[src/rtl/vwrite_consts.svh]
`ifndef VWRITE_CONSTS_SVH
`define VWRITE_CONSTS_SVH

`define VW_DATA_W      32
// top bit of a buffer address selects the bank
`define VW_BUF_ADDR_W  10
`define VW_EXT_ADDR_W  32
`define VW_COUNT_W     16
`define VW_LEN_W       8
`define VW_APB_ADDR_W  8

// apb register byte offsets
`define VW_REG_CTRL      8'h00
`define VW_REG_STATUS    8'h04
`define VW_REG_EXT_ADDR  8'h08
`define VW_REG_AMOUNT    8'h0C
`define VW_REG_BURST_LEN 8'h10
`define VW_REG_START     8'h14
`define VW_REG_INCR      8'h18
`define VW_REG_PER       8'h1C
`define VW_REG_ITER      8'h20
`define VW_REG_SHIFT     8'h24

`endif
[src/rtl/vwrite_pkg.sv]
`default_nettype none
`include "vwrite_consts.svh"

package vwrite_pkg;

   typedef logic [`VW_DATA_W-1:0]     word_t;
   typedef logic [`VW_BUF_ADDR_W-1:0] buf_addr_t;
   typedef logic [`VW_EXT_ADDR_W-1:0] ext_addr_t;
   typedef logic [`VW_COUNT_W-1:0]    count_t;
   typedef logic [`VW_LEN_W-1:0]      len_t;

   typedef struct packed {
      logic      pingpong;
      ext_addr_t ext_addr;
      // words to transfer minus one
      count_t    amount;
      len_t      burst_len;
      buf_addr_t start;
      buf_addr_t incr;
      count_t    per;
      count_t    iter;
      buf_addr_t shift;
   } vwrite_cfg_t;

   typedef enum logic [1:0] {WR_IDLE, WR_ADDR, WR_DATA} wr_state_e;
   typedef enum logic {CTRL_IDLE, CTRL_BUSY} ctrl_state_e;

endpackage

`default_nettype wire

[src/rtl/vwrite_ctrl.sv]
`timescale 1ns/1ps
`default_nettype none
`include "vwrite_consts.svh"

module vwrite_ctrl import vwrite_pkg::*; (
   input  logic clk,
   input  logic rst,
   input  logic run_i,
   input  logic pingpong_i,
   input  logic store_done_i,
   input  logic xfer_done_i,
   output logic run_o,
   output logic store_bank_o,
   output logic read_bank_o,
   output logic done_o
);

   ctrl_state_e state_q;
   logic        run_q;
   logic        pp_q;

   always_ff @(posedge clk or posedge rst) begin
      if (rst) begin
         run_q   <= 1'b0;
         pp_q    <= 1'b0;
         state_q <= CTRL_IDLE;
      end else begin
         run_q <= run_i;
         // banks swap on every run and park at 0 without ping-pong
         if (run_q) begin
            pp_q <= pingpong_i ? ~pp_q : 1'b0;
         end
         case (state_q)
            CTRL_IDLE: if (run_q) state_q <= CTRL_BUSY;
            CTRL_BUSY: if (store_done_i && xfer_done_i) state_q <= CTRL_IDLE;
            default:   state_q <= CTRL_IDLE;
         endcase
      end
   end

   assign run_o        = run_q;
   assign store_bank_o = pp_q;
   // previous run's bank or bank 0 when both sides share it
   assign read_bank_o  = pingpong_i & ~pp_q;
   assign done_o       = (state_q == CTRL_IDLE);

   // a new run only once the previous one has fully finished
   a_run_idle: assert property (@(posedge clk) disable iff (rst)
      run_i |-> (state_q == CTRL_IDLE) && !run_q);

endmodule

`default_nettype wire

[config.mk]
export PLATFORM = sky130hd
export DESIGN_NAME = vwrite_ctrl
export DESIGN_NICKNAME = d
export VERILOG_FILES = /design/src/rtl/vwrite_pkg.sv /design/src/rtl/vwrite_ctrl.sv
export VERILOG_INCLUDE_DIRS = /design/src /design/src/rtl
export SDC_FILE = /design/constraint.sdc
export NUM_CORES = 1
export LEC_CHECK = 0
export ABC_AREA = 1
export BUFFER_PORTS_ARGS = -buffer_cell sky130_fd_sc_hd__buf_2
export CORE_AREA = 10 10 47 49
export CTS_BUF_LIST = sky130_fd_sc_hd__clkbuf_16
export DETAILED_ROUTE_END_ITERATION = 10
export DIE_AREA = 0 0 57 59
export GPL_TIMING_DRIVEN = 0
export HOLD_SLACK_MARGIN = 0.1
export PLACE_DENSITY_LB_ADDON = 0.05
export SLEW_MARGIN = 20
export SYNTH_ARGS = -nofsm -noshare
export SYNTH_HDL_FRONTEND = slang
export SYNTH_SLANG_ARGS = --single-unit
[constraint.sdc]
create_clock -name clk -period 1.6 [get_ports clk]
set_clock_uncertainty 0.2 [all_clocks]
set_input_delay 0.32 -clock clk [delete_from_list [all_inputs] [get_ports clk]]
set_output_delay 0.32 -clock clk [all_outputs]
set_load 0.01 [all_outputs]
==> results.md <==
- Chip height: 59 um
- Initial antenna violation count: 0
- Setup TNS: 0 ns
- All-Layer GR Usage: 0.02852
- Layout overhead on the synthesized area: 131.0%
- Die area: 0.003363 mm^2
- Min cycle time layout: 1.359 ns
- Worst Tran Pin Value: 0.1354 ns
- Post-CTS sizing: 0
- Fin Hold WS: 0.1491 ns
- Core area: 0.001401 mm^2
- Leakage: 0.1698 nW
- Clock transition at the registers of the reported paths: 0.03 ns
- Postcts setup bufs: 0
- Total gr overflow: 0
- Mapped Cells: 16
- Critical path type: flop to primary output
- Gpl congestion: 0.6325
- Slowest cell on crit path: dfrtp_1
- Status: completed
- First-pass GRT wire length: 648 um
- Rows: 14
- Die X-Extent: 57 um
- Final instance area: 289.0 um^2
- Maximum vdd drop: 0.0005641 V
- Num ports: 10
- Fmax: 0.7357 GHz
- Clock root cell: clkbuf_16
- H-tree levels: 1
- Clk Latency, worst-skew pair: 0.22 ns
- CTS Hold Bufs: 2
- Setup crit start: store_bank_o
- Worst Path Max Fanout: 4
- Worst rel slew slack: 0.9098
- FF-to-FF Start: run_o
- Worst-path cell chain: nor2_1 > buf_2
- DRC: 0
- Crit end category: primary output
- CTS tree: done
- Tcrit/Tclk final: 0.8496
- Diodes inserted: 0
- Register bit count reported by yosys: 3
- Seq/Total Area, Yosys: 0.6000
- Max incr delay on CP: 0.39 ns
- Syn_area_per_cell: 7.820 um^2
- Core Util, Final: 0.2063
- Synth Cell Area: 125.1 um^2
- Worst R2R Path Depth: 2
- # port buffers: 9
- Synth warn: 0
- DP Cell Count: 41
- First DRT Iteration DRCs: 4
- Required @ worst endpoint: 1.08 ns
- Number of nets in the layout: 38
- CP startpoint kind: flop
- Pre-Repair DR Iteration Count: 2
- WL final: 401 um
- Library cells used by synthesis: 5
- Max Cap Violations: 0
- Reg-to-reg slack, setup: 0.74 ns
- Cell Pwr Density: 1841 mW/mm^2
- Commonest cells after routing, fill and taps aside: 9 x buf_2, 6 x inv_1, 6 x nand2_1, 3 x clkbuf_16, 3 x dfrtp_1
- Largest net degree at the start of global routing: 5
- Routed vias: 133
- Fraction of layout cells with a size suffix above 1: 0.3871
- Slew Limit Fails: 0
- Syn_nets: 22
- Final Non-Filler Cells: 47
- Vias per cell: 2.830
- CP Data Arrival Time: 0.84 ns
- Final hold vios: 0
- Number of global-route vias before repair: 150
- Worst min path class: input pin to flop
- CTS Buffer Depth: 2
- Commonest non-fill, non-tap cell in the layout: buf_2
- Sink Count: 3
- Worst Setup EP: read_bank_o
- DR WL/cell: 8.532 um
- Hold Crit Start: pingpong_i
- Reg2reg end: store_bank_o
- Placed cell area: 190.2 um^2
- Total CTS buffers: 3
- Initial core utilization: 0.08929
- RSZ-0062 raised after global routing: false
- Antenna-violating nets left: 0
- Final setup viols: 0
==> Yosys cell counts <==
library cell,instances,area share
nand2_1,6,0.18
nor2_1,1,0.030
inv_1,5,0.15
dfrtp_1,3,0.60
nand3_1,1,0.040
==> state kept, by name, indices dropped and copies added (netlist names) <==
name          count
store_bank_o      1
run_o             1
state_q           1
==> worst max-delay path: cells and delay by family (launching register included) <==
family	cells	cell delay, ns
flip-flops	1	0.39
buffers and inverters	1	0.13
AND/OR/NAND/NOR	1	0.10
==> where the power goes <==
| group | leakage (nW) | internal, mW | switching [mW] |
|---|---|---|---|
| clock | 0.0423 | 0.322 | 0.0658 |
| combinational | 0.0917 | 0.0231 | 0.0265 |
| sequential | 0.0357 | 0.0872 | 0.00766 |
| total | 0.170 | 0.432 | 0.0999 |
==> cell families after synthesis <==
group,Yosys count,synth area share
DFF,3,0.6000
and+or+nand+nor,8,0.2499
buffers and inverters,5,0.1500
==> metal layers <==
layer | up-vias | wire length, um | track usage
met5 | - | 0 | 0
met4 | 0 | 0 | 0.04027
met3 | 0 | 42 | 0.02361
met2 | 5 | 188 | 0.02946
met1 | 55 | 171 | 0.02850
li1 | 73 | - | -
==> area by class of cell <==
class | instances | area, um^2
Clock inverter | 1 | 3.754
Tap cell | 16 | 20.02
Multi-Input combinational cell | 8 | 31.28
Timing Repair Buffer | 11 | 65.06
Inverter | 5 | 18.77
Clock buffer | 3 | 75.07
Sequential cell | 3 | 75.07
Fill cell | 161 | 1112
==> stage by stage <==
stage	setup slack (ns)	total power, mW
finish	0.2407	0.5322
global route	0.2187	0.5539
CTS	0.2326	0.5402
detailed placement	0.4441	0.1436
global placement	0.4446	0.1416
floorplan	0.4717	0.1177
==> worst min-delay path by stage <==
stage | end | cells past startpoint | slack, ns
final | store_bank_o | 3 | 0.15
after global routing | store_bank_o | 3 | 0.17
after CTS | store_bank_o | 3 | 0.15
after detailed placement | state_q | 2 | -0.01
after global placement | state_q | 2 | -0.006
after floorplan | run_o | 1 | -0.13
Note: power is estimated with default switching activity, not from simulation.
