File: src/rtl/vwrite_consts.svh
`ifndef VWRITE_CONSTS_SVH
`define VWRITE_CONSTS_SVH

`define VW_DATA_W      32
// top bit of a buffer address selects the bank
`define VW_BUF_ADDR_W  10
`define VW_EXT_ADDR_W  32
`define VW_COUNT_W     16
`define VW_LEN_W       8
`define VW_APB_ADDR_W  8

// apb register byte offsets
`define VW_REG_CTRL      8'h00
`define VW_REG_STATUS    8'h04
`define VW_REG_EXT_ADDR  8'h08
`define VW_REG_AMOUNT    8'h0C
`define VW_REG_BURST_LEN 8'h10
`define VW_REG_START     8'h14
`define VW_REG_INCR      8'h18
`define VW_REG_PER       8'h1C
`define VW_REG_ITER      8'h20
`define VW_REG_SHIFT     8'h24

`endif
File: src/rtl/vwrite_pkg.sv
`default_nettype none
`include "vwrite_consts.svh"

package vwrite_pkg;

   typedef logic [`VW_DATA_W-1:0]     word_t;
   typedef logic [`VW_BUF_ADDR_W-1:0] buf_addr_t;
   typedef logic [`VW_EXT_ADDR_W-1:0] ext_addr_t;
   typedef logic [`VW_COUNT_W-1:0]    count_t;
   typedef logic [`VW_LEN_W-1:0]      len_t;

   typedef struct packed {
      logic      pingpong;
      ext_addr_t ext_addr;
      // words to transfer minus one
      count_t    amount;
      len_t      burst_len;
      buf_addr_t start;
      buf_addr_t incr;
      count_t    per;
      count_t    iter;
      buf_addr_t shift;
   } vwrite_cfg_t;

   typedef enum logic [1:0] {WR_IDLE, WR_ADDR, WR_DATA} wr_state_e;
   typedef enum logic {CTRL_IDLE, CTRL_BUSY} ctrl_state_e;

endpackage

`default_nettype wire

File: src/rtl/burst_if.sv
`timescale 1ns/1ps
`default_nettype none

// buffered words from the reader to the databus writer
interface burst_if import vwrite_pkg::*; ();

   logic  valid;
   logic  ready;
   word_t data;
   // final word of the whole transfer
   logic  last;

   modport source (
      output valid,
      output data,
      output last,
      input  ready
   );

   modport sink (
      input  valid,
      input  data,
      input  last,
      output ready
   );

endinterface

`default_nettype wire

File: src/rtl/buffer_reader.sv
`timescale 1ns/1ps
`default_nettype none
`include "vwrite_consts.svh"

module buffer_reader import vwrite_pkg::*; (
   input  logic        clk,
   input  logic        rst,
   input  logic        run_i,
   input  vwrite_cfg_t cfg_i,
   input  logic        bank_i,
   input  word_t       rd_data_i,
   output logic        rd_en_o,
   output buf_addr_t   rd_addr_o,
   burst_if.source     words
);

   localparam int BANK = `VW_BUF_ADDR_W - 1;

   logic       active_q;
   count_t     idx_q;
   // read issued last cycle, its data arrives now
   logic       pend_q;
   logic       pend_last_q;
   word_t      ent_data_q [2];
   logic       ent_last_q [2];
   logic       wr_ptr_q;
   logic       rd_ptr_q;
   logic [1:0] cnt_q;
   logic       issue;
   logic       issue_last;
   logic       pop;

   assign pop        = words.valid & words.ready;
   assign issue_last = (idx_q == cfg_i.amount);
   // a word leaving frees a slot for the new read
   assign issue      = active_q && ((3'(cnt_q) + 3'(pend_q)) < (3'd2 + 3'(pop)));

   assign rd_en_o     = issue;
   assign rd_addr_o   = {bank_i, idx_q[BANK-1:0]};
   assign words.valid = (cnt_q != 2'd0);
   assign words.data  = ent_data_q[rd_ptr_q];
   assign words.last  = ent_last_q[rd_ptr_q];

   always_ff @(posedge clk or posedge rst) begin
      if (rst) begin
         active_q    <= 1'b0;
         idx_q       <= '0;
         pend_q      <= 1'b0;
         pend_last_q <= 1'b0;
         wr_ptr_q    <= 1'b0;
         rd_ptr_q    <= 1'b0;
         cnt_q       <= 2'd0;
      end else if (run_i) begin
         active_q <= 1'b1;
         idx_q    <= '0;
         pend_q   <= 1'b0;
         wr_ptr_q <= 1'b0;
         rd_ptr_q <= 1'b0;
         cnt_q    <= 2'd0;
      end else begin
         pend_q      <= issue;
         pend_last_q <= issue_last;
         if (issue) begin
            idx_q <= idx_q + 1'b1;
            if (issue_last) active_q <= 1'b0;
         end
         if (pend_q) wr_ptr_q <= ~wr_ptr_q;
         if (pop) rd_ptr_q <= ~rd_ptr_q;
         cnt_q <= cnt_q + 2'(pend_q) - 2'(pop);
      end
   end

   // holding entries
   always_ff @(posedge clk) begin
      if (pend_q) begin
         ent_data_q[wr_ptr_q] <= rd_data_i;
         ent_last_q[wr_ptr_q] <= pend_last_q;
      end
   end

   a_amount_fits: assert property (@(posedge clk) disable iff (rst)
      run_i |-> cfg_i.amount < count_t'(1 << BANK));

endmodule

`default_nettype wire

File: src/flat_wrapper.sv
// flat-port wrapper written by rule: the top's interface ports become plain ports
module buffer_reader_flat import vwrite_pkg::*;
  (clk, rst, run_i, cfg_i, bank_i, rd_data_i, rd_en_o, rd_addr_o, words_valid, words_data, words_last, words_ready);
  burst_if words_i ();
  input  logic clk;
  input  logic rst;
  input  logic run_i;
  input  vwrite_cfg_t cfg_i;
  input  logic bank_i;
  input  word_t rd_data_i;
  output logic rd_en_o;
  output buf_addr_t rd_addr_o;
  output wire logic [$bits(words_i.valid)-1:0] words_valid;
  output wire logic [$bits(words_i.data)-1:0] words_data;
  output wire logic [$bits(words_i.last)-1:0] words_last;
  input wire logic [$bits(words_i.ready)-1:0] words_ready;
  assign words_valid = words_i.valid;
  assign words_data = words_i.data;
  assign words_last = words_i.last;
  assign words_i.ready = words_ready;
  buffer_reader u_core (.clk(clk), .rst(rst), .run_i(run_i), .cfg_i(cfg_i), .bank_i(bank_i), .rd_data_i(rd_data_i), .rd_en_o(rd_en_o), .rd_addr_o(rd_addr_o), .words(words_i));
endmodule
File: config.mk
export PLATFORM = sky130hd
export DESIGN_NAME = buffer_reader_flat
export DESIGN_NICKNAME = d
export VERILOG_FILES = /design/src/rtl/vwrite_pkg.sv /design/src/rtl/burst_if.sv /design/src/rtl/buffer_reader.sv /design/src/flat_wrapper.sv
export VERILOG_INCLUDE_DIRS = /design/src /design/src/rtl
export SDC_FILE = /design/constraint.sdc
export NUM_CORES = 1
export LEC_CHECK = 0
export ABC_AREA = 1
export BUFFER_PORTS_ARGS = -buffer_cell sky130_fd_sc_hd__buf_4
export CAP_MARGIN = 20
export CELL_PAD_IN_SITES_DETAIL_PLACEMENT = 2
export CELL_PAD_IN_SITES_GLOBAL_PLACEMENT = 2
export CORE_MARGIN = 4
export CORE_UTILIZATION = 25
export CTS_BUF_LIST = sky130_fd_sc_hd__clkbuf_16
export CTS_CLUSTER_DIAMETER = 30
export DETAILED_ROUTE_END_ITERATION = 16
export PLACE_DENSITY = 0.78
export SLEW_MARGIN = 10
export SYNTH_ARGS = -nofsm -noshare
export SYNTH_HDL_FRONTEND = slang
export SYNTH_SLANG_ARGS = --single-unit
export TNS_END_PERCENT = 20
File: constraint.sdc
create_clock -name clk -period 6.2 [get_ports clk]
set_input_delay 1.24 -clock clk [delete_from_list [all_inputs] [get_ports clk]]
set_output_delay 1.24 -clock clk [all_outputs]
set_load 0.02 [all_outputs]
==> results.sh <==
export IMPL_die_y_um=137
export IMPL_insertion_delay_ns=0.33
export IMPL_path_depth=5
export IMPL_synth_most_common_cell="nand2_1"
export IMPL_ys_top_cells_by_area="edfxtp_1, nand2_1, dfrtp_1"
export IMPL_syn_inst=432
export IMPL_synthTopCellsByCount="nand2_1, edfxtp_1, inv_1"
export IMPL_cts_hold_buf=0
export IMPL_hpwl_um=9350
export IMPL_post_route_min_period_ns=3.51
export IMPL_grt_pass1_vias=3624
export IMPL_arrival_ns=2.27
export IMPL_critPathMaxFanout=14
export IMPL_drive_gt1_share_pct=25.5
export IMPL_synth_edff_count=66
export IMPL_num_vias=3320
export IMPL_antenna_found_initial=0
export IMPL_maxSlewHeadroom_pct=35.7
export IMPL_avgSynthCellArea_um2=9.62
export IMPL_crit_family="compound AO/OA/AOI/OAI gates"
export IMPL_cts_setup_buffers=0
export IMPL_synth_top_area_cell="edfxtp_1"
export IMPL_setup_tns_ns=0
export IMPL_yosys_warnings=0
export IMPL_route_detailed_drc=0
export IMPL_holdPathStages=0
export IMPL_grt_pass1_wl_um=19700
export IMPL_dpl_cell_area_um2=5060
export IMPL_final_cell_count_no_fill=741
export IMPL_h_tree_depth=3
export IMPL_synthesis_nets=593
export IMPL_rsz0062_at_grt="no"
export IMPL_path_buf_inv=2
export IMPL_required_ns=4.96
export IMPL_outcome="completed"
export IMPL_num_antenna_cells=0
export IMPL_synth_top_area_share_pct=47.7
export IMPL_cts_max_path_buffers=2
export IMPL_chipWidth_um=137
export IMPL_clk_pin_slew_worst_paths_ns=0.06
export IMPL_ioPinCount=201
export IMPL_placed_cells=724
export IMPL_worstMarginPinSlew_ns=0.963
export IMPL_synth_seq_cells=89
export IMPL_cts_tree="yes"
export IMPL_gr_usage_all_layers_pct=13.8
export IMPL_crit_path_frequent_cell="buf_4"
export IMPL_numPortBuffers=95
export IMPL_synthesis_area_um2=4150
export IMPL_layout_nets=681
export IMPL_hold_start="u_core.pend_last_q"
export IMPL_fmax_ghz=0.285
export IMPL_cts_sinks=89
export IMPL_slowest_delay_ns=0.45
export IMPL_cts_resized_gates=0
export IMPL_p_leak_nw=2.40
export IMPL_r2r_start="u_core.pend_q"
export IMPL_async_flop_share_pct=25.8
export IMPL_reg2reg_depth=6
export IMPL_period_share_pct=56.6
export IMPL_start_util_pct=25.9
export IMPL_vias_per_cell=4.48
export IMPL_critPathSlowestCell="a21oi_4"
export IMPL_critPathLaunch="words_ready"
export IMPL_wl_per_cell_um=17.1
export IMPL_numCtsBuffers=9
export IMPL_grt_overflow_total=0
export IMPL_drtPass1Iterations=4
export IMPL_ir_worst_vdd_uv=156
export IMPL_p_per_area_nw_per_um2=384
export IMPL_drv_slew=0
export IMPL_setup_worst_path_start_class="input pin"
export IMPL_cap_violations=0
export IMPL_postRouteAntennaNets=0
export IMPL_setup_viol=0
export IMPL_drt_iter0_drc=167
export IMPL_grt_max_degree=36
export IMPL_worstPathCellList="buf_4, o21a_2, nand2_2, a21oi_4, buf_4"
export IMPL_syn_to_final_growth_pct=29.6
export IMPL_hold_class="register to register"
export IMPL_ys_types=30
export IMPL_rows=46
export IMPL_ys_flop_type="edfxtp_1"
export IMPL_fin_skew_ns=0.00667
export IMPL_finalHoldViolCount=0
export IMPL_cts_root_buf="clkbuf_16"
export IMPL_crit_type="input pin to output port"
export IMPL_stdcell_area_um2=5390
export IMPL_die_area_um2=18700
export IMPL_cp_end_kind="output port"
export IMPL_core_area_um2=16100
export IMPL_place_congestion=0.796
export IMPL_routed_wl_um=12700
export IMPL_synth_seq_area_share_pct=61.6
==> worst paths after layout <==
path                                        endpoint  slack (ns)
worst max-delay path                         rd_en_o        2.69
worst min-delay path            u_core.ent_last_q[0]        0.49
worst max register to register       u_core.idx_q[2]        4.03
worst min register to register  u_core.ent_last_q[0]        0.49
max in group asynchronous           u_core.idx_q[10]        4.48
min in group asynchronous            u_core.cnt_q[0]        1.13
==> cells by family after synthesis <==
| logic type | after synthesis | share of synthesized area (%) |
|---|---|---|
| AND/OR/NAND/NOR | 240 | 24.8 |
| flip-flops | 89 | 61.6 |
| buffers and inverters | 65 | 7.05 |
| AO/OA/AOI/OAI | 27 | 3.77 |
| XOR/XNOR | 6 | 1.27 |
| adder cells (fa/ha/maj) | 5 | 1.51 |
==> placed cells by master, fill, tap and decap left out, types with 9 or more instances in the layout <==
cell / instances
nand2_1: 169
buf_4: 97
edfxtp_1: 66
inv_1: 39
dfrtp_1: 23
nor2_1: 19
nand3_1: 18
nand4_1: 16
o21ai_1: 13
clkbuf_16: 9
==> worst reg2reg max path, stage by stage (launching register included) <==
cell and delay [ns]:
dfrtp_1 0.42, ha_1 0.20, ha_1 0.31, a21oi_4 0.47, inv_2 0.05, nand2_1 0.38
o21ai_0 0.19
==> layer usage <==
metal  GRT usage (%)  share of wire (%)  vias up
met5               0                  0        -
li1                -                  -     1574
met2            25.5                 52       94
met4            3.27                1.1        0
met3            3.09                5.9       11
met1            16.1                 41     1641
==> registers in the layout, indices dropped and copies added, names as in the netlist <==
signal	cells
u_core.rd_ptr_q	1
u_core.cnt_q	2
u_core.ent_data_q	64
u_core.idx_q	16
u_core.active_q	1
u_core.ent_last_q	2
u_core.pend_last_q	1
u_core.wr_ptr_q	1
u_core.pend_q	1
==> layout make-up <==
cell class                      count  area [µm²]
Fill cell                        1789       10700
Multi-Input combinational cell    278        1310
Inverter                           43         161
Sequential cell                    89        2560
Timing Repair Buffer               99         783
Clock buffer                        9         225
Tap cell                          216         270
Clock inverter                      7        76.3
==> report_power, final <==
part	internal (W)	switching (W)
sequential	0.000765	0.0000473
clock	0.000317	0.000240
combinational	0.000252	0.000447
==> per-stage QoR <==
step	total power [W]	hold WS [ns]	setup slack, ns	utilization, %
floorplan	0.00121	0.442	3.11	-
global placement	0.00148	0.462	2.71	31.3
detailed placement	0.00152	0.476	2.70	31.5
CTS	0.00209	0.499	2.68	33.4
global route	0.00219	0.506	2.63	33.5
finish	0.00207	0.493	2.69	33.5
Power figures use the tool's default switching activity.
