`src/rtl/vwrite_consts.svh`:
```
`ifndef VWRITE_CONSTS_SVH
`define VWRITE_CONSTS_SVH

`define VW_DATA_W      32
// top bit of a buffer address selects the bank
`define VW_BUF_ADDR_W  10
`define VW_EXT_ADDR_W  32
`define VW_COUNT_W     16
`define VW_LEN_W       8
`define VW_APB_ADDR_W  8

// apb register byte offsets
`define VW_REG_CTRL      8'h00
`define VW_REG_STATUS    8'h04
`define VW_REG_EXT_ADDR  8'h08
`define VW_REG_AMOUNT    8'h0C
`define VW_REG_BURST_LEN 8'h10
`define VW_REG_START     8'h14
`define VW_REG_INCR      8'h18
`define VW_REG_PER       8'h1C
`define VW_REG_ITER      8'h20
`define VW_REG_SHIFT     8'h24

`endif
```
`src/rtl/vwrite_pkg.sv`:
```
`default_nettype none
`include "vwrite_consts.svh"

package vwrite_pkg;

   typedef logic [`VW_DATA_W-1:0]     word_t;
   typedef logic [`VW_BUF_ADDR_W-1:0] buf_addr_t;
   typedef logic [`VW_EXT_ADDR_W-1:0] ext_addr_t;
   typedef logic [`VW_COUNT_W-1:0]    count_t;
   typedef logic [`VW_LEN_W-1:0]      len_t;

   typedef struct packed {
      logic      pingpong;
      ext_addr_t ext_addr;
      // words to transfer minus one
      count_t    amount;
      len_t      burst_len;
      buf_addr_t start;
      buf_addr_t incr;
      count_t    per;
      count_t    iter;
      buf_addr_t shift;
   } vwrite_cfg_t;

   typedef enum logic [1:0] {WR_IDLE, WR_ADDR, WR_DATA} wr_state_e;
   typedef enum logic {CTRL_IDLE, CTRL_BUSY} ctrl_state_e;

endpackage

`default_nettype wire

```
`src/rtl/apb_cfg_regs.sv`:
```
`timescale 1ns/1ps
`default_nettype none
`include "vwrite_consts.svh"

module apb_cfg_regs import vwrite_pkg::*; (
   input  logic                      clk,
   input  logic                      rst,
   input  logic [`VW_APB_ADDR_W-1:0] paddr_i,
   input  logic                      psel_i,
   input  logic                      penable_i,
   input  logic                      pwrite_i,
   input  word_t                     pwdata_i,
   input  logic                      done_i,
   output word_t                     prdata_o,
   output logic                      pready_o,
   output vwrite_cfg_t               cfg_o,
   output logic                      run_o
);

   logic wr_en;

   // no wait states
   assign pready_o = 1'b1;
   assign wr_en    = psel_i & penable_i & pwrite_i;
   // run pulse decoded from the access cycle itself
   assign run_o    = wr_en && (paddr_i == `VW_REG_CTRL) && pwdata_i[0];

   always_ff @(posedge clk or posedge rst) begin
      if (rst) begin
         cfg_o <= '0;
      end else if (wr_en) begin
         case (paddr_i)
            `VW_REG_CTRL:      cfg_o.pingpong  <= pwdata_i[1];
            `VW_REG_EXT_ADDR:  cfg_o.ext_addr  <= pwdata_i;
            `VW_REG_AMOUNT:    cfg_o.amount    <= pwdata_i[`VW_COUNT_W-1:0];
            `VW_REG_BURST_LEN: cfg_o.burst_len <= pwdata_i[`VW_LEN_W-1:0];
            `VW_REG_START:     cfg_o.start     <= pwdata_i[`VW_BUF_ADDR_W-1:0];
            `VW_REG_INCR:      cfg_o.incr      <= pwdata_i[`VW_BUF_ADDR_W-1:0];
            `VW_REG_PER:       cfg_o.per       <= pwdata_i[`VW_COUNT_W-1:0];
            `VW_REG_ITER:      cfg_o.iter      <= pwdata_i[`VW_COUNT_W-1:0];
            `VW_REG_SHIFT:     cfg_o.shift     <= pwdata_i[`VW_BUF_ADDR_W-1:0];
            default: ;
         endcase
      end
   end

   // run bit always reads back as zero
   always_comb begin
      case (paddr_i)
         `VW_REG_CTRL:      prdata_o = word_t'({cfg_o.pingpong, 1'b0});
         `VW_REG_STATUS:    prdata_o = word_t'(done_i);
         `VW_REG_EXT_ADDR:  prdata_o = word_t'(cfg_o.ext_addr);
         `VW_REG_AMOUNT:    prdata_o = word_t'(cfg_o.amount);
         `VW_REG_BURST_LEN: prdata_o = word_t'(cfg_o.burst_len);
         `VW_REG_START:     prdata_o = word_t'(cfg_o.start);
         `VW_REG_INCR:      prdata_o = word_t'(cfg_o.incr);
         `VW_REG_PER:       prdata_o = word_t'(cfg_o.per);
         `VW_REG_ITER:      prdata_o = word_t'(cfg_o.iter);
         `VW_REG_SHIFT:     prdata_o = word_t'(cfg_o.shift);
         default:           prdata_o = '0;
      endcase
   end

   a_penable_psel: assert property (@(posedge clk) disable iff (rst)
      penable_i |-> psel_i);

endmodule

`default_nettype wire

```
`config.mk`:
```
export PLATFORM = sky130hd
export DESIGN_NAME = apb_cfg_regs
export DESIGN_NICKNAME = d
export VERILOG_FILES = /design/src/rtl/vwrite_pkg.sv /design/src/rtl/apb_cfg_regs.sv
export VERILOG_INCLUDE_DIRS = /design/src /design/src/rtl
export SDC_FILE = /design/constraint.sdc
export NUM_CORES = 1
export LEC_CHECK = 0
export BUFFER_PORTS_ARGS = -buffer_cell sky130_fd_sc_hd__clkbuf_2
export CAP_MARGIN = 10
export CORE_UTILIZATION = 47
export CTS_BUF_LIST = sky130_fd_sc_hd__clkbuf_2 sky130_fd_sc_hd__clkbuf_4 sky130_fd_sc_hd__clkbuf_8
export DETAILED_ROUTE_END_ITERATION = 10
export PLACE_DENSITY = 0.89
export SLEW_MARGIN = 20
export SYNTH_ARGS = -nofsm -noshare
export SYNTH_HDL_FRONTEND = slang
export SYNTH_SLANG_ARGS = --single-unit
```
`constraint.sdc`:
```
create_clock -name clk -period 4.4 [get_ports clk]
set_input_delay 1.32 -clock clk [delete_from_list [all_inputs] [get_ports clk]]
set_output_delay 1.32 -clock clk [all_outputs]
set_load 0.005 [all_outputs]
```
==> summary by stage <==
Drt
Wires add up to 16370 um. The average wire length per cell after detail routing is 21.40 um. In the routed design, unresolved DRC markers number 11. The violation count after the first detailed-route iteration is 239. The post-detailed-route via-to-cell ratio is roughly 5.7.

The number of nets with antenna violations after detailed routing is 0. For this block, the via count after detailed routing is roughly 4400. The total iterations of the first detailed-routing run is 8.

Yosys
The top cell type's share of synthesized area is 0.5234. sky130_fd_sc_hd__dfrtp_1 takes more of the synthesized area than any other cell. After synthesis the netlist holds a flip-flop and latch count of 119.

In the post-synthesis netlist, the biggest area contributors are sky130_fd_sc_hd__dfrtp_1 (52%), sky130_fd_sc_hd__mux2_2 (18%), sky130_fd_sc_hd__mux2_4 (5.3%). Synthesis instantiated 46 different standard cells from the library. Synthesis produced 408 cells.

The synthesized design contains 0 enable-type register cells. The most used flip-flop cell after synthesis is sky130_fd_sc_hd__dfrtp_1. A synthesized cell averages 13.94 um2. The number of nets handed over by synthesis was 454.

The cell area after technology mapping is between 0.005 and 0.006 mm2. sky130_fd_sc_hd__dfrtp_1 is the most common cell in the netlist. Of all flip-flops after synthesis, the portion carrying an async set or reset was 1.000.

By count the netlist is led by sky130_fd_sc_hd__dfrtp_1 (119), sky130_fd_sc_hd__mux2_2 (90), sky130_fd_sc_hd__mux2_4 (20). For this run, the register share of the synthesized area comes to 0.5234. For this run, the number of Yosys warnings is 0.

Timing
The pin slew with the least headroom to its limit is 1.144 ns. The share of the clock period used by the worst path after layout is 0.9475. The total negative slack is 0 ns. Clock skew on the completed layout was measured at 0 ns. The count of final hold-check violations is 0. Setup repair after global routing left no endpoint under its margin. The number of pins exceeding their max-slew limit in the final report came to 0. Setup violations remaining at the end of the flow were counted as 0. The worst-case headroom to the max-slew limit is 0.2372. The maximum frequency from static timing analysis is 239.9 MHz. For the finished layout, the period the worst path requires is 4.169 ns.

Clock network
In this run, post-CTS hold repair placed 0 buffers. After clock tree synthesis, the clock-pin slew on the worst setup and hold paths is 0.06 ns. The worst-skew pair later-pin latency is 0.44 ns. Counting along the longest clock path gives a buffer depth of 2. The clock net in this run drives a total of 119 sinks. TritonCTS built the clock tree. The post-CTS setup-driven buffer insertion count is 0. The tree is rooted in a sky130_fd_sc_hd__clkbuf_8. The count of instances resized after the clock tree is built is 0. In this run the number of H-tree levels came out at 4. The number of clock buffers added by TritonCTS is 17.

Global routing
Global routing finished with a remaining overflow of 0. In the global route stage, overall resource usage came out at 0.2696. The first global-routing pass estimated 25390 um of wire. The number of global-route vias before repair is about 4600. The number of antenna violations at the first check in global routing is 1. The largest net degree at the start of global routing is 62.

Outcome
The run finished, with violations left. The checks that failed: DRC.

Layout
The area added between synthesis and finish is 26.54%. The largest registers in the layout are cfg_o x119. The flip-flop count of the largest register after layout is 119. In the final layout, the share of cells above drive strength 1 is 0.5852. The final design utilization is 0.6199. For this run, the number of standard cells in the final layout without fillers is 765. The number of antenna diodes in the final layout is 0. Summing all non-filler instances in the final layout gives an area of 0.007199 mm2. Ranked by flip-flop count, first place goes to cfg_o. In the final design database the tool counted 659 nets.

Floorplan
The die extent in x is 112.0 um. Pin placement for this block handled 199 I/O pins. In this run the vertical extent of the chip is 112.0 um. The cell row count is 39. The initial cell density of the core is 0.4899.

The core region area is 0.01161 mm2. The die footprint is 0.01255 mm2.

Hold path
The worst hold path begins at cfg_o[102]$_DFFE_PP0P_. The worst min-delay path class is reg -> reg. The hold path endpoint is cfg_o[102]$_DFFE_PP0P_. Counting instances, the worst hold path has a depth of 1.

Setup path
Counting buffers and inverters, the worst setup path is 6 cells deep. The cell repeated most along the worst path is sky130_fd_sc_hd__clkbuf_2. The launch point of the worst reg-to-reg path is cfg_o[29]$_DFFE_PP0P_. The depth of the worst register-to-register path is 1. Traced cell by cell, the critical path runs through clkbuf_2 -> nor2_1 -> and3_1 -> a32oi_1 -> o221ai_1 -> clkbuf_2.

The worst-case register-to-register setup slack is 3.56 ns. The slowest cell on the critical path is sky130_fd_sc_hd__and3_1. The worst setup path category is in -> out. The maximum fanout encountered on the critical timing path is 8. STA classifies the critical path endpoint as a primary output. The worst path arrival time is 2.85 ns.

The endpoint identified for the worst register-to-register timing path is cfg_o[29]$_DFFE_PP0P_. The required time of the worst setup path is 3.08 ns. The worst stage delay on the critical path is 0.54 ns. The family of cells with the greatest summed delay on the critical path is simple AND/OR/NAND/NOR gates. The nature of the critical path startpoint is an input port. The count of buffering cells on the critical path with inverters included is 2.

Place
The wire-length estimate of the detail-placed layout is about 12000 um. Buffers placed on the I/O ports in this run total 197. The post-placement cell count is 737. After detailed placement, the total cell area comes to 0.006865 mm2.

The last weighted congestion value of the routability-driven placer is between 0.8 and 0.9.

Power and ir drop
For this design the ratio of total power to cell area is 295.7 mW/mm2. IR analysis of the VDD net gives a maximum drop of 0.0002201 V. In this run the static leakage power is 3.946 nW.

Job
The reported max-cap violation count is 0.
stage by stage:
step                power [W]  setup WS (ns)  hold slack, ns
floorplan            0.001209         0.5278          0.4970
global placement     0.001285         0.3118          0.5038
detailed placement   0.001290         0.2306          0.5153
CTS                  0.002152         0.2325          0.5309
global route         0.002217         0.1758          0.5527
finish               0.002129         0.2308          0.5244
where the power goes:
group	switching (W)	internal, W
combinational	0.0000856	0.0000593
sequential	0.0000142	0.00111
clock	0.000407	0.000452
layer usage:
metal  track usage  vias to the layer above  share of wire
met5             0                        -        0.00079
met4        0.1156                        2          0.017
met3       0.08639                       30          0.085
met2        0.4451                      214           0.50
met1        0.3262                     2211           0.40
li1              -                     1929              -
placed cells by master (no fill, tap or decap), types with 3 or more instances in the layout:
master and instances:
sky130_fd_sc_hd__nand2_1 14, sky130_fd_sc_hd__mux2_1 11, sky130_fd_sc_hd__mux4_2 3, sky130_fd_sc_hd__a221o_1 6, sky130_fd_sc_hd__o22ai_1 6, sky130_fd_sc_hd__clkbuf_2 197, sky130_fd_sc_hd__mux2_4 20, sky130_fd_sc_hd__buf_12 4
sky130_fd_sc_hd__a22oi_1 14, sky130_fd_sc_hd__mux2i_1 14, sky130_fd_sc_hd__and2_1 19, sky130_fd_sc_hd__nand3_1 5, sky130_fd_sc_hd__o21bai_1 4, sky130_fd_sc_hd__and3_1 3, sky130_fd_sc_hd__mux2_2 90, sky130_fd_sc_hd__a32oi_1 7
sky130_fd_sc_hd__o221ai_1 5, sky130_fd_sc_hd__clkbuf_4 3, sky130_fd_sc_hd__nor2_1 10, sky130_fd_sc_hd__buf_4 10, sky130_fd_sc_hd__clkbuf_8 21, sky130_fd_sc_hd__dfrtp_1 119, sky130_fd_sc_hd__clkinv_2 3, sky130_fd_sc_hd__or3_1 4
cells by family after synthesis:
kind of cell	Yosys count	share of synthesized area
AND/OR/NAND/NOR	73	0.08709
buffers and inverters	26	0.02903
multiplexers	138	0.2892
AO/OA/AOI/OAI	51	0.07060
flip-flops	119	0.5234
other	1	0.0006591
area by class of cell:
| type | instances | area (um2) |
|---|---|---|
| fillers | 891 | 4414 |
| inverters | 1 | 7.507 |
| flip-flops and latches | 119 | 2978 |
| clock inverters | 4 | 22.52 |
| multi-input cells | 263 | 2560 |
| well taps | 143 | 178.9 |
| repair buffers | 211 | 1141 |
| clock buffers | 24 | 311.5 |
worst max-delay path by stage:
stage / slack [ns] / start / end
final: 0.23 / paddr_i[1] / prdata_o[5]
after floorplan: 0.53 / paddr_i[2] / prdata_o[5]
after global placement: 0.31 / paddr_i[3] / prdata_o[8]
after detailed placement: 0.23 / paddr_i[4] / prdata_o[5]
after global routing: 0.18 / paddr_i[4] / prdata_o[5]
after CTS: 0.23 / paddr_i[5] / prdata_o[12]
Note: power is estimated with default switching activity, not from simulation.
