[config.mk]
export PLATFORM = sky130hd
export DESIGN_NAME = databus_writer_flat
export DESIGN_NICKNAME = d
export VERILOG_FILES = /design/src/rtl/vwrite_pkg.sv /design/src/rtl/burst_if.sv /design/src/rtl/databus_writer.sv /design/src/flat_wrapper.sv
export VERILOG_INCLUDE_DIRS = /design/src /design/src/rtl
export SDC_FILE = /design/constraint.sdc
export NUM_CORES = 1
export LEC_CHECK = 0
export BUFFER_PORTS_ARGS = -buffer_cell sky130_fd_sc_hd__buf_2
export CORE_ASPECT_RATIO = 0.6
export CORE_MARGIN = 3
export CORE_UTILIZATION = 37
export CTS_BUF_LIST = sky130_fd_sc_hd__clkbuf_16
export CTS_CLUSTER_SIZE = 25
export DETAILED_ROUTE_END_ITERATION = 12
export GPL_ROUTABILITY_DRIVEN = 0
export PLACE_DENSITY_LB_ADDON = 0.3
export SLEW_MARGIN = 15
export SYNTH_ARGS = -nofsm -noshare
export SYNTH_HDL_FRONTEND = slang
export SYNTH_SLANG_ARGS = --single-unit
export TNS_END_PERCENT = 1
[constraint.sdc]
create_clock -name clk -period 2.6 [get_ports clk]
set_clock_uncertainty 0.15 [all_clocks]
set_input_delay 0.13 -clock clk [delete_from_list [all_inputs] [get_ports clk]]
set_output_delay 0.13 -clock clk [all_outputs]
set_load 0.02 [all_outputs]
[src/rtl/vwrite_consts.svh]
`ifndef VWRITE_CONSTS_SVH
`define VWRITE_CONSTS_SVH

`define VW_DATA_W      32
// top bit of a buffer address selects the bank
`define VW_BUF_ADDR_W  10
`define VW_EXT_ADDR_W  32
`define VW_COUNT_W     16
`define VW_LEN_W       8
`define VW_APB_ADDR_W  8

// apb register byte offsets
`define VW_REG_CTRL      8'h00
`define VW_REG_STATUS    8'h04
`define VW_REG_EXT_ADDR  8'h08
`define VW_REG_AMOUNT    8'h0C
`define VW_REG_BURST_LEN 8'h10
`define VW_REG_START     8'h14
`define VW_REG_INCR      8'h18
`define VW_REG_PER       8'h1C
`define VW_REG_ITER      8'h20
`define VW_REG_SHIFT     8'h24

`endif
[src/rtl/vwrite_pkg.sv]
`default_nettype none
`include "vwrite_consts.svh"

package vwrite_pkg;

   typedef logic [`VW_DATA_W-1:0]     word_t;
   typedef logic [`VW_BUF_ADDR_W-1:0] buf_addr_t;
   typedef logic [`VW_EXT_ADDR_W-1:0] ext_addr_t;
   typedef logic [`VW_COUNT_W-1:0]    count_t;
   typedef logic [`VW_LEN_W-1:0]      len_t;

   typedef struct packed {
      logic      pingpong;
      ext_addr_t ext_addr;
      // words to transfer minus one
      count_t    amount;
      len_t      burst_len;
      buf_addr_t start;
      buf_addr_t incr;
      count_t    per;
      count_t    iter;
      buf_addr_t shift;
   } vwrite_cfg_t;

   typedef enum logic [1:0] {WR_IDLE, WR_ADDR, WR_DATA} wr_state_e;
   typedef enum logic {CTRL_IDLE, CTRL_BUSY} ctrl_state_e;

endpackage

`default_nettype wire

[src/rtl/burst_if.sv]
`timescale 1ns/1ps
`default_nettype none

// buffered words from the reader to the databus writer
interface burst_if import vwrite_pkg::*; ();

   logic  valid;
   logic  ready;
   word_t data;
   // final word of the whole transfer
   logic  last;

   modport source (
      output valid,
      output data,
      output last,
      input  ready
   );

   modport sink (
      input  valid,
      input  data,
      input  last,
      output ready
   );

endinterface

`default_nettype wire

[src/rtl/databus_writer.sv]
`timescale 1ns/1ps
`default_nettype none
`include "vwrite_consts.svh"

module databus_writer import vwrite_pkg::*; (
   input  logic                     clk,
   input  logic                     rst,
   input  logic                     run_i,
   input  vwrite_cfg_t              cfg_i,
   input  logic                     databus_ready_i,
   input  logic                     databus_last_i,
   burst_if.sink                    words,
   output logic                     databus_valid_o,
   output ext_addr_t                databus_addr_o,
   output len_t                     databus_len_o,
   output word_t                    databus_wdata_o,
   output logic [`VW_DATA_W/8-1:0]  databus_wstrb_o,
   output logic                     done_o
);

   wr_state_e            state_q;
   ext_addr_t            addr_q;
   len_t                 len_q;
   // words still to send (one wider than amount)
   logic [`VW_COUNT_W:0] remain_q;
   logic                 done_q;
   logic                 beat;

   assign databus_valid_o = (state_q == WR_DATA) && words.valid;
   assign databus_addr_o  = addr_q;
   assign databus_len_o   = len_q;
   assign databus_wdata_o = words.data;
   assign databus_wstrb_o = '1;
   assign words.ready     = (state_q == WR_DATA) && databus_ready_i;
   assign beat            = databus_valid_o && databus_ready_i;
   assign done_o          = done_q;

   always_ff @(posedge clk or posedge rst) begin
      if (rst) begin
         state_q  <= WR_IDLE;
         done_q   <= 1'b1;
         addr_q   <= '0;
         len_q    <= '0;
         remain_q <= '0;
      end else if (run_i) begin
         state_q  <= WR_ADDR;
         done_q   <= 1'b0;
         addr_q   <= cfg_i.ext_addr;
         remain_q <= {1'b0, cfg_i.amount} + 1'b1;
      end else begin
         case (state_q)
            WR_ADDR: begin
               // short final burst takes the remainder
               if (remain_q > cfg_i.burst_len) begin
                  len_q <= cfg_i.burst_len;
               end else begin
                  len_q <= len_t'(remain_q);
               end
               state_q <= WR_DATA;
            end
            WR_DATA: begin
               if (beat) begin
                  remain_q <= remain_q - 1'b1;
                  if (words.last) begin
                     state_q <= WR_IDLE;
                     done_q  <= 1'b1;
                  end else if (databus_last_i) begin
                     addr_q  <= addr_q + ext_addr_t'({cfg_i.burst_len, 2'b00});
                     state_q <= WR_ADDR;
                  end
               end
            end
            default: ;
         endcase
      end
   end

   // request and data held under back-pressure
   a_valid_held: assert property (@(posedge clk) disable iff (rst)
      databus_valid_o && !databus_ready_i |=> databus_valid_o
         && $stable(databus_addr_o) && $stable(databus_len_o)
         && $stable(databus_wdata_o));

endmodule

`default_nettype wire

[src/flat_wrapper.sv]
// flat-port wrapper written by rule: the top's interface ports become plain ports
module databus_writer_flat import vwrite_pkg::*;
  (clk, rst, run_i, cfg_i, databus_ready_i, databus_last_i, databus_valid_o, databus_addr_o, databus_len_o, databus_wdata_o, databus_wstrb_o, done_o, words_valid, words_data, words_last, words_ready);
  burst_if words_i ();
  input  logic clk;
  input  logic rst;
  input  logic run_i;
  input  vwrite_cfg_t cfg_i;
  input  logic databus_ready_i;
  input  logic databus_last_i;
  output logic databus_valid_o;
  output ext_addr_t databus_addr_o;
  output len_t databus_len_o;
  output word_t databus_wdata_o;
  output logic [`VW_DATA_W/8-1:0] databus_wstrb_o;
  output logic done_o;
  input wire logic [$bits(words_i.valid)-1:0] words_valid;
  input wire logic [$bits(words_i.data)-1:0] words_data;
  input wire logic [$bits(words_i.last)-1:0] words_last;
  output wire logic [$bits(words_i.ready)-1:0] words_ready;
  assign words_i.valid = words_valid;
  assign words_i.data = words_data;
  assign words_i.last = words_last;
  assign words_ready = words_i.ready;
  databus_writer u_core (.clk(clk), .rst(rst), .run_i(run_i), .cfg_i(cfg_i), .databus_ready_i(databus_ready_i), .databus_last_i(databus_last_i), .words(words_i), .databus_valid_o(databus_valid_o), .databus_addr_o(databus_addr_o), .databus_len_o(databus_len_o), .databus_wdata_o(databus_wdata_o), .databus_wstrb_o(databus_wstrb_o), .done_o(done_o));
endmodule
==> impl_metrics.csv <==
group,metric,value,unit
cells_and_area,fin_nets,794,
detailed_routing,wl_met2,4980,um
critical_path,regToRegStartpoint,"u_core.databus_addr_o[4]$_DFFE_PP0P_",
placement,dpl_cell_area,4820,um2
critical_path,crit_slowest_cell,"dlygate4sd3_1",
critical_path,cp-endpoint,"u_core.databus_addr_o[31]$_DFFE_PP0P_",
clock_tree,max-clock-path-buffers,2,
detailed_routing,wl_met1,6170,um
critical_path,reg2reg_to,"u_core.databus_addr_o[31]$_DFFE_PP0P_",
sta,finalHoldViolCount,0,
synth,syn_avg_cell_area,8.85,um2
outcome,outcome,"finished clean",
power_and_ir_drop,p_leak,2.51,nW
critical_path,end_kind,"flop",
sta,holdWs,0.0105,ns
critical_path,cp_max_fo,7,
cells_and_area,antenna_cells,0,
synth,yosysTopAreaCell,"dfrtp_1",
synth,synth-warning-count,0,
clock_tree,root_buffer,"clkbuf_16",
die,ios,237,
die,rows,29,
critical_path,required,2.70,ns
critical_path,critPathLaunch,"cfg_i[64]",
synth,synth.cell_area,4300,um2
job,drv_cap,0,
global_route,grt_max_degree,53,
critical_path,crit_cells,8,
die,die-area,13000,um2
global_route,grt_pass1_wl,19800,um
synth,ys_types,59,
sta,post-route-period-util,94.8,%
power_and_ir_drop,p_total,3.18,mW
cells_and_area,finalNonFillerCells,777,
power_and_ir_drop,ir_drop,0.340,mV
synth,synthCells,486,
synth,synth_edf_count,0,
power_and_ir_drop,pwr-share-comb,24.6,%
sta,setup_violations,0,
detailed_routing,routed-via-count,4034,
synth,synth_most_common_cell,"dfrtp_1",
critical_path,ff2ff_setup_slack,0.22,ns
power_and_ir_drop,pwr-share-seq,36.0,%
synth,synth_top_cells_by_count,"dfrtp_1, nand2_1, buf_4",
sta,worst_pin_slew,0.612,ns
die,coreArea,11000,um2
critical_path,critPathKind,"in -> reg",
clock_tree,htreeDepth,3,
clock_tree,numClockSinks,60,
global_route,overflow,0,
global_route,antenna_found_initial,0,
synth,synth-seq-area-share,34.9,%
hold_path,min_path_type,"in -> reg",
detailed_routing,drtIter0Drc,316,
detailed_routing,wirelength,12100,um
critical_path,cp_data_arrival_time,2.57,ns
synth,synthArstFlopShare,100,%
power_and_ir_drop,switching_share,30.4,%
synth,ys_ff_latch,60,
die,initial_core_util,39.3,%
placement,placedCellCount,712,
cells_and_area,area.growth.synth_to_final,31.8,%
power_and_ir_drop,p_clk_share,39.4,%
critical_path,critPathBufInv,2,
detailed_routing,antenna_left,0,
critical_path,r2r.worst_path.cells,6,
sta,finalSetupTns,0,ns
sta,rsz0062_at_grt,"no",
synth,synthTopCellsByArea,"dfrtp_1, buf_4, ha_1, xnor2_1, xor2_1",
sta,fmax,406,MHz
global_route,grt_usage,18.9,%
clock_tree,cts_made_buffers,9,
detailed_routing,drc_errors,0,
die,die_w,145,um
power_and_ir_drop,powerDensity,560,nW/um2
detailed_routing,drt_pass1_iterations,5,
sta,slew_viol_final,0,
clock_tree,cts_tree,"done",
synth,synth_top_cell_area_share,34.3,%
clock_tree,clk_pin_slew,0.06,ns
placement,dp_hpwl,8840,um
detailed_routing,top_layer,"met4",
cells_and_area,final_area,5670,um2
critical_path,cpPeakStageDelay,0.53,ns
clock_tree,clk_latency,0.33,ns
placement,io_buffer_count,105,
sta,min_period,2.47,ns
power_and_ir_drop,p_switching,0.965,mW
sta,max_slew_margin,59.1,%
critical_path,crit_path_cell_trace,"dlygate4sd3_1 -> buf_2 -> ha_1 -> a21oi_1 -> a211o_1 -> and2_2 -> or4_1 -> a31oi_1",
detailed_routing,routed-wl-met3,801,um
critical_path,path_delay_family,"simple AND/OR/NAND/NOR gates",
die,die_height,89.5,um
cells_and_area,drive_gt1_share,24.0,%
detailed_routing,routedWlPerCell,15.6,um
global_route,grt_pass1_vias,3927,
synth,synthFlopType,"dfrtp_1",
power_and_ir_drop,p_int,2.21,mW
detailed_routing,viasPerCell,5.19,
critical_path,critical_path.startpoint_type,"input port",
[flip-flops by register name, indices dropped and copies added (netlist names)]
name and count:
u_core.done_o 1, u_core.databus_addr_o 32, u_core.remain_q 17, u_core.databus_len_o 8
u_core.state_q 2
[power groups by stage]
| stage | combinational [mW] | clock [mW] | sequential [mW] |
|---|---|---|---|
| floorplan | 0.452 | 0 | 1.22 |
| global placement | 0.693 | 0 | 1.15 |
| global route | 0.867 | 1.32 | 1.16 |
| CTS | 0.767 | 1.28 | 1.14 |
| detailed placement | 0.704 | 0 | 1.15 |
| finish | 0.782 | 1.25 | 1.14 |
[metal layers]
| metal | up-vias | GRT usage [%] |
|---|---|---|
| met2 | 137 | 28.5 |
| met5 | - | 0 |
| met1 | 1890 | 26.9 |
| li1 | 1991 | - |
| met4 | 0 | 4.91 |
| met3 | 16 | 5.57 |
[placed cells by master (no fill, tap or decap), drive strengths merged, types with 9 or more instances in the layout]
| cell | instances |
|---|---|
| ha | 18 |
| xnor2 | 24 |
| dlygate4sd3 | 49 |
| mux2i | 10 |
| xor2 | 19 |
| nor2 | 29 |
| a31oi | 11 |
| clkbuf | 9 |
| nand4 | 13 |
| nand3 | 17 |
| nor3 | 12 |
| buf | 121 |
| o31ai | 11 |
| dfrtp | 59 |
| or4 | 9 |
| nand2 | 43 |
| a21oi | 19 |
| inv | 20 |
| o21ai | 32 |
[how the worst min path moves through the flow]
| stage | start | end | slack (ns) | depth (start not counted) |
|---|---|---|---|---|
| after detailed placement | rst | u_core.databus_addr_o[0]$_DFFE_PP0P_ | 0.11 | 2 |
| final | cfg_i[83] | u_core.remain_q[13]$_DFFE_PP0P_ | 0.01 | 3 |
| after global routing | cfg_i[83] | u_core.remain_q[13]$_DFFE_PP0P_ | 0.02 | 3 |
| after CTS | cfg_i[83] | u_core.remain_q[13]$_DFFE_PP0P_ | 0.006 | 3 |
| after floorplan | cfg_i[70] | u_core.remain_q[0]$_DFFE_PP0P_ | 0.08 | 1 |
| after global placement | rst | u_core.databus_addr_o[0]$_DFFE_PP0P_ | 0.10 | 2 |
[layout make-up]
type	instances	area, um2
Sequential cell	60	1500
Clock inverter	7	82.6
Multi-Input combinational cell	357	2450
Timing Repair Buffer	170	1150
Tap cell	155	194
Clock buffer	9	225
Fill cell	1018	5290
Inverter	19	71.3
[stage by stage]
step	worst slack [ns]	utilization, %
after floorplan	0.0880	-
after global routing	0.0184	51.8
after CTS	0.0186	51.3
final	0.134	51.8
after global placement	0.126	44.0
after detailed placement	0.104	44.0
[tightest hold or removal path, delay by kind of cell]
family,cells,cell delay (ns)
xor+xnor,1,0.09
buf+inv,1,0.10
mux,1,0.12
[kinds of logic after synthesis]
group | after synthesis | share of synthesized area, %
and+or+nand+nor | 172 | 21.8
AOI/OAI and AO/OA | 107 | 16.3
buffers and inverters | 72 | 9.63
DFF | 60 | 34.9
xor gates and xnor gates | 43 | 8.76
adders and majority gates | 19 | 5.70
muxes | 12 | 2.85
other | 1 | 0.0872
[repair_timing]
| item | 4_1_cts | 5_1_grt |
|---|---|---|
| endpoints found under the hold margin | 74 | 0 |
| gates resized for setup | 0 | 9 |
| setup endpoints to repair | 0 | 3 |
| hold buffers | 49 | 0 |
| buffers inserted | 0 | 0 |
No activity file was read; power rests on OpenSTA's default activity.
